## src/common/clk_pkg.sv

```systemverilog
// Shared types for the clock and reset unit, imported by every block of the subsystem
package clk_pkg;

	// T-state number within a machine cycle
	typedef logic [1:0] phase_t;

	// Bus address and bus byte
	typedef logic [15:0] addr_t;
	typedef logic [7:0] data_t;

	// Readable divider register value
	typedef logic [7:0] div_t;

	// One-clock phase strobes, one per T-state
	typedef struct packed {
		logic adr;   // T0, address out
		logic data;  // T1, read window open
		logic latch; // T2, byte captured
		logic inc;   // T3, pc advance
		logic main;  // T3, only while the oscillator runs
	} phase_stb_t;

	// One fetched byte with its address
	typedef struct packed {
		addr_t addr;
		data_t data;
	} fetch_t;

	// Reset sequencer states
	typedef enum logic [1:0] {
		HOLD,
		WAIT_STABLE,
		RUN
	} rst_state_t;

endpackage

```

## src/clk_gen/phase_divider.sv

```systemverilog
// Four-phase machine-cycle divider producing one-hot phase strobes from clk_ena and osc_ena
`timescale 1ns/1ps

module phase_divider import clk_pkg::*; (
	input  logic       clk,
	input  logic       rst,
	input  logic       clk_ena,
	input  logic       osc_ena,
	output phase_stb_t phase_stb,
	output phase_t     phase
);

	logic ena_q; // Registered clock enable

	// Phase counter steps only while the enable is seen
	always_ff @(posedge clk) begin
		if (rst) begin
			ena_q <= 1'b0;
			phase <= '0;
		end else begin
			ena_q <= clk_ena;
			if (ena_q)
				phase <= phase + 2'd1;
		end
	end

	// Strobe decode, all low while frozen
	always_comb begin
		phase_stb       = '0;
		phase_stb.adr   = ena_q && (phase == 2'd0);
		phase_stb.data  = ena_q && (phase == 2'd1);
		phase_stb.latch = ena_q && (phase == 2'd2);
		phase_stb.inc   = ena_q && (phase == 2'd3);
		phase_stb.main  = ena_q && (phase == 2'd3) && osc_ena; // No cycle end without oscillator
	end

	// Only one T-state strobe at a time
	a_stb_onehot: assert property (@(posedge clk) disable iff (rst)
		$onehot0({phase_stb.adr, phase_stb.data, phase_stb.latch, phase_stb.inc}))
	else $error("phase strobes not one-hot");

endmodule

```

## src/clk_gen/reset_sequencer.sv

```systemverilog
// Oscillator stability tracker that releases the CPU reset after a stable period of divider ticks
`timescale 1ns/1ps

module reset_sequencer import clk_pkg::*; #(
	parameter int STABLE_TICKS = 3
) (
	input  logic       clk,
	input  logic       rst,
	input  logic       clk_ena,
	input  logic       osc_ena,
	input  logic       div_tick,
	input  phase_stb_t phase_stb,
	output logic       osc_stable,
	output logic       cpu_rst
);

	localparam int CNT_W = $clog2(STABLE_TICKS + 1);

	rst_state_t state;
	logic [CNT_W-1:0] tick_cnt; // Ticks seen while stable
	logic ticks_done;

	assign ticks_done = (tick_cnt == CNT_W'(STABLE_TICKS));

	// Stable flag, set by running clock and cleared by oscillator off
	always_ff @(posedge clk) begin
		if (rst)
			osc_stable <= 1'b0;
		else if (!osc_ena)
			osc_stable <= 1'b0;
		else if (clk_ena)
			osc_stable <= 1'b1;
	end

	always_ff @(posedge clk) begin
		if (rst) begin
			state    <= HOLD;
			tick_cnt <= '0;
			cpu_rst  <= 1'b1;
		end else if (!osc_stable) begin
			state    <= HOLD; // Any loss of stability restarts the count
			tick_cnt <= '0;
			cpu_rst  <= 1'b1;
		end else begin
			case (state)
				HOLD: begin
					state    <= WAIT_STABLE;
					tick_cnt <= div_tick ? CNT_W'(1) : '0;
				end
				WAIT_STABLE: begin
					if (ticks_done) begin
						// Release only on a machine-cycle boundary
						if (phase_stb.main) begin
							state   <= RUN;
							cpu_rst <= 1'b0;
						end
					end else if (div_tick) begin
						tick_cnt <= tick_cnt + CNT_W'(1);
					end
				end
				RUN: cpu_rst <= 1'b0;
				default: state <= HOLD;
			endcase
		end
	end

	// Reset follows the stable flag down within one clock
	a_rst_on_unstable: assert property (@(posedge clk) disable iff (rst)
		!osc_stable |=> cpu_rst)
	else $error("cpu_rst low after osc_stable fell");

endmodule

```

## src/logic/div_counter.sv

```systemverilog
// Machine-cycle prescaler and divider register giving the slow tick and the readable divider value
`timescale 1ns/1ps

module div_counter import clk_pkg::*; #(
	parameter int TICK_SHIFT = 2
) (
	input  logic       clk,
	input  logic       rst,
	input  logic       div_clear,
	input  phase_stb_t phase_stb,
	output div_t       div_value,
	output logic       div_tick
);

	logic [TICK_SHIFT-1:0] presc; // Machine cycles within one tick
	logic presc_wrap;

	assign presc_wrap = phase_stb.main && (&presc);

	always_ff @(posedge clk) begin
		if (rst) begin
			presc     <= '0;
			div_value <= '0;
			div_tick  <= 1'b0;
		end else if (div_clear) begin
			presc     <= '0; // Software clear wins over counting
			div_value <= '0;
			div_tick  <= 1'b0;
		end else begin
			div_tick <= presc_wrap;
			if (phase_stb.main)
				presc <= presc + 1'b1;
			if (presc_wrap)
				div_value <= div_value + 8'd1;
		end
	end

endmodule

```

## src/logic/fetch_unit.sv

```systemverilog
// Strobe-driven fetcher that puts pc on the address bus, latches the byte and publishes it per cycle
`timescale 1ns/1ps

module fetch_unit import clk_pkg::*; #(
	parameter addr_t RESET_VECTOR = 16'h0100
) (
	input  logic       clk,
	input  phase_stb_t phase_stb,
	input  logic       cpu_rst,
	input  data_t      bus_data,
	output addr_t      bus_addr,
	output logic       bus_rd,
	output fetch_t     fetch,
	output logic       fetch_valid
);

	addr_t pc;
	data_t data_q;    // Byte captured on latch
	logic  have_byte; // Latch seen in this machine cycle

	// Control path, cleared by the CPU reset
	always_ff @(posedge clk) begin
		if (cpu_rst) begin
			pc          <= RESET_VECTOR;
			bus_rd      <= 1'b0;
			have_byte   <= 1'b0;
			fetch_valid <= 1'b0;
		end else begin
			fetch_valid <= phase_stb.main && have_byte;
			if (phase_stb.adr)
				bus_rd <= 1'b1; // Read window opens after T0
			else if (phase_stb.latch)
				bus_rd <= 1'b0;
			if (phase_stb.latch)
				have_byte <= 1'b1;
			else if (phase_stb.main)
				have_byte <= 1'b0;
			if (phase_stb.inc)
				pc <= pc + 16'd1;
		end
	end

	// Address and byte registers
	always_ff @(posedge clk) begin
		if (!cpu_rst && phase_stb.adr)
			bus_addr <= pc;
		if (!cpu_rst && phase_stb.latch)
			data_q <= bus_data;
		if (phase_stb.main) begin
			fetch.addr <= bus_addr;
			fetch.data <= data_q;
		end
	end

	// No fetch is published under reset
	a_no_fetch_in_rst: assert property (@(posedge clk)
		fetch_valid |-> !cpu_rst)
	else $error("fetch_valid high during cpu_rst");

endmodule

```

## src/logic/clk_rst_top.sv

```systemverilog
// Top level of the clock and reset unit, setting parameters and wiring divider, reset and fetch
`timescale 1ns/1ps

module clk_rst_top import clk_pkg::*; #(
	parameter int    TICK_SHIFT   = 2,
	parameter int    STABLE_TICKS = 3,
	parameter addr_t RESET_VECTOR = 16'h0100
) (
	input  logic       clk,
	input  logic       rst,
	input  logic       clk_ena,
	input  logic       osc_ena,
	input  logic       div_clear,
	input  data_t      bus_data,
	output phase_stb_t phase_stb,
	output logic       osc_stable,
	output logic       cpu_rst,
	output div_t       div_value,
	output addr_t      bus_addr,
	output logic       bus_rd,
	output fetch_t     fetch,
	output logic       fetch_valid
);

	logic div_tick; // Slow tick into the stability timer

	phase_divider phase_divider_inst (
		.clk       (clk),
		.rst       (rst),
		.clk_ena   (clk_ena),
		.osc_ena   (osc_ena),
		.phase_stb (phase_stb),
		.phase     ()
	);

	div_counter #(
		.TICK_SHIFT (TICK_SHIFT)
	) div_counter_inst (
		.clk       (clk),
		.rst       (rst),
		.div_clear (div_clear),
		.phase_stb (phase_stb),
		.div_value (div_value),
		.div_tick  (div_tick)
	);

	reset_sequencer #(
		.STABLE_TICKS (STABLE_TICKS)
	) reset_sequencer_inst (
		.clk        (clk),
		.rst        (rst),
		.clk_ena    (clk_ena),
		.osc_ena    (osc_ena),
		.div_tick   (div_tick),
		.phase_stb  (phase_stb),
		.osc_stable (osc_stable),
		.cpu_rst    (cpu_rst)
	);

	fetch_unit #(
		.RESET_VECTOR (RESET_VECTOR)
	) fetch_unit_inst (
		.clk         (clk),
		.phase_stb   (phase_stb),
		.cpu_rst     (cpu_rst),
		.bus_data    (bus_data),
		.bus_addr    (bus_addr),
		.bus_rd      (bus_rd),
		.fetch       (fetch),
		.fetch_valid (fetch_valid)
	);

endmodule

```

## config.mk

```make
export PLATFORM = sky130hd
export DESIGN_NAME = clk_rst_top
export DESIGN_NICKNAME = d
export VERILOG_FILES = /design/src/common/clk_pkg.sv /design/src/clk_gen/phase_divider.sv /design/src/clk_gen/reset_sequencer.sv /design/src/logic/div_counter.sv /design/src/logic/fetch_unit.sv /design/src/logic/clk_rst_top.sv
export SDC_FILE = /design/constraint.sdc
export NUM_CORES = 1
export LEC_CHECK = 0
export BUFFER_PORTS_ARGS = -buffer_cell sky130_fd_sc_hd__buf_2
export CAP_MARGIN = 5
export CORE_ASPECT_RATIO = 1.5
export CORE_UTILIZATION = 57
export DETAILED_ROUTE_END_ITERATION = 10
export HOLD_SLACK_MARGIN = 0.15
export PLACE_DENSITY_LB_ADDON = 0.05
export SYNTH_ARGS = -nofsm -noshare
export SYNTH_HDL_FRONTEND = slang
export SYNTH_SLANG_ARGS = --single-unit
```

## constraint.sdc

```tcl
create_clock -name clk -period 5.6 [get_ports clk]
set_input_delay 0.84 -clock clk [delete_from_list [all_inputs] [get_ports clk]]
set_output_delay 0.84 -clock clk [all_outputs]
set_load 0.05 [all_outputs]
```

==> results.md <==
* Status: completed
* Final antenna-violating net count at 0
* Post-DP Area at between 3000 and 4000 um2
* Cts repair resizes at 0
* Measured slew at the worst slew-check pin at 0.640 ns
* Slew headroom at 0.572
* Yosys cell types at 40
* GRT Resource Usage Total at 0.187
* Worst skew pair latency at approximately 0.35 ns
* Gr ovfl total at 0
* Vias at a little under 2,000
* VDD IR-drop max at between 0.00015 and 0.0002 V
* Synth Area in Compound Gates at 0.0406
* First-pass GRT wire length at between 8 and 9 mm
* First-pass DRT Iterations at 4
* Crit share post-route at 0.565
* Antenna diodes at 0
* Final instance area at about 3800 um2
* Min Tclk post-route at around 3.2 ns
* Clock transition at the registers of the reported paths at 0.08 ns
* Pwr per Cell Area at between 200 and 300 nW/um2
* Adder-cell share of the synthesized area at 0.0316
* Initial core utilization at 0.605
* Crit path max fanout at 29
* Hold Fails Final Rpt at 0
* Hold buffer count at cts at 0
* CTS tree: built
* Hold Crit Class: reg -> reg
* CTS H-Tree Depth at 3
* Worst-case clock skew at 0.00587 ns
* Setup violators final at 0
* Layout cells sized above 1 at 0.304
* Num CTS Buffers at 9
* Post-synthesis xor/xnor area fraction at 0.0497
* Largest family of logic cells by synthesized area: simple AND/OR/NAND/NOR gates
* Nets at between 300 and 400
* Leak at approximately 0.0016 uW
* Post-Synth Simple-Gate Area at 0.138
* Chip height at 93.4 um
* Residual DRC count at 0
* Final Max Tran Viols at 0
* Max Cap Viol at 0
* Top Ports at 70
* Mapped Area at around 3200 um2
* Multiplexer area fraction after synthesis at 0.0201
* Fmax at between 300 and 400 MHz
* Critical path required time at about 4.8 ns
* Port buffer count at 69
* Synth Flop Type: edfxtp_1
* Largest net degree at the start of global routing at 30
* Syn_area_per_cell at 13.5 um2
* Number of global-route vias before repair at between 1,500 and 2,000
* Post-synth EDFFs at 48
* Clock root cell: clkbuf_8
* Num rows at 32
* RSZ-0062 raised after global routing: false
* Yosys warns at 0
* Final WS setup at approximately 2.4 ns
* Register area share after synthesis at 0.701
* Worst setup EP type: output pin
* Die width at 62.9 um
* Synth-to-layout area growth at 19.3%
* DP Cell Count at around 370
* Wirelength per Cell at about 13 um
* Non-filler cells in the finished layout at around 380
* GP Congestion at just under 0.8
* DRT Wirelength at 4.90 mm
* Iteration-0 DRC Markers at 67
* CP startpoint kind: flop
* WS Path Type: reg -> out
* Die area at 5870 um2
* Post-Route Setup TNS at 0 ns
* Post-CTS setup buffer count at 0
* Cells after Synth at 235
* Ys async rst share at 0
* Crit path DAT at around 2.3 ns
* Via density at approximately 5
* #FFs+latches synth at 87
* Place WS at between 2 and 3 ns
* Clk sinks at 87
* CTS Buffer Depth at 2
* DPL Wire Length at between 3 and 4 mm
* Initial antenna violation count at 0
* Mapped Nets at between 200 and 300
* Core ar. at 5250 um2
[sequential cells by signal, indices dropped and copies added, names as in the netlist]
name	cells
fetch_unit_inst.fetch	24
reset_sequencer_inst.tick_cnt	2
reset_sequencer_inst.state	2
div_counter_inst.presc	2
phase_divider_inst.phase	2
fetch_unit_inst.fetch_valid	1
reset_sequencer_inst.osc_stable	1
div_counter_inst.div_tick	1
reset_sequencer_inst.cpu_rst	1
fetch_unit_inst.data_q	8
fetch_unit_inst.pc	16
fetch_unit_inst.have_byte	1
div_counter_inst.div_value	8
fetch_unit_inst.bus_addr	16
phase_divider_inst.ena_q	1
fetch_unit_inst.bus_rd	1
[synth_stat cells, types with 3 or more instances]
cell type,instances,area share
edfxtp_1,48,0.45
dfxtp_1,39,0.25
nor2_1,27,0.032
nand2_1,13,0.015
xor2_1,11,0.030
a21oi_1,8,0.013
ha_1,8,0.032
nand3_1,8,0.013
inv_1,7,0.0083
xnor2_1,7,0.019
nand4_1,6,0.012
clkbuf_1,4,0.0047
nor2b_1,4,0.0079
and2_1,3,0.0059
and4_1,3,0.0083
mux2_2,3,0.011
mux2i_1,3,0.0095
o21ai_0,3,0.0047
[layout by cell type, fill, tap and decap left out, types with 8 or more instances in the layout]
master    instances
a21oi_1           8
buf_2            69
clkbuf_8          9
dfxtp_1          39
edfxtp_1         48
ha_1              8
nand2_1          13
nand3_1           8
nor2_1           27
xor2_1           11
[worst paths after layout]
| path | from | endpoint | slack, ns | cells after the start |
|---|---|---|---|---|
| setup reg to reg | phase_divider_inst.phase[0] | reset_sequencer_inst.cpu_rst | 3.29 | 7 |
| hold / removal | fetch_unit_inst.data_q[0] | fetch_unit_inst.fetch[0] | 0.42 | 0 |
| setup / recovery | phase_divider_inst.phase[0] | phase_stb[0] | 2.44 | 5 |
| hold reg to reg | fetch_unit_inst.data_q[0] | fetch_unit_inst.fetch[0] | 0.42 | 0 |
[layer usage]
layer,GRT usage,wire length [um],vias to the layer above
li1,-,-,993
met1,0.210,2060,905
met2,0.320,2480,68
met3,0.0537,262,8
met4,0.0969,96,0
met5,0,0,-
[kinds of logic (layout without fill, tap and decap cells)]
group | Yosys count | in the layout
buffers and inverters | 14 | 95
XOR/XNOR | 18 | 18
AND/OR/NAND/NOR | 82 | 82
adder cells (fa/ha/maj) | 8 | 8
flip-flops | 87 | 87
multiplexers | 6 | 6
AO/OA/AOI/OAI | 20 | 20
[final cells by class]
cell class | count | area [um2]
sequential | 87 | 2220
clock buffer | 10 | 128
clock inverter | 6 | 67.6
multi-input combinational | 134 | 890
tap | 68 | 85.1
timing repair buffer | 71 | 360
fill | 384 | 1460
inverter | 8 | 30.0
[power breakdown]
group	leakage, uW	internal, uW	switching (uW)
registers	0.000824	668	2.39
clock network	0.0000949	209	211
logic	0.000638	7.16	11.4
[per-stage QoR]
step	hold WS [ns]	util	total power, uW
2_1_floorplan	0.400	-	697
3_3_place_gp	0.403	0.682	704
3_5_place_dp	0.405	0.682	704
6_report	0.423	0.721	1110
4_1_cts	0.424	0.720	1120
5_1_grt	0.433	0.721	1150
[critical path, cell delays in order (launching register included)]
cell and delay, ns:
dfxtp_1 0.40, ha_1 0.21, and2_1 0.36, nand2_1 0.18, inv_2 0.45, buf_2 0.37
Note: power is estimated with default switching activity, not from simulation.
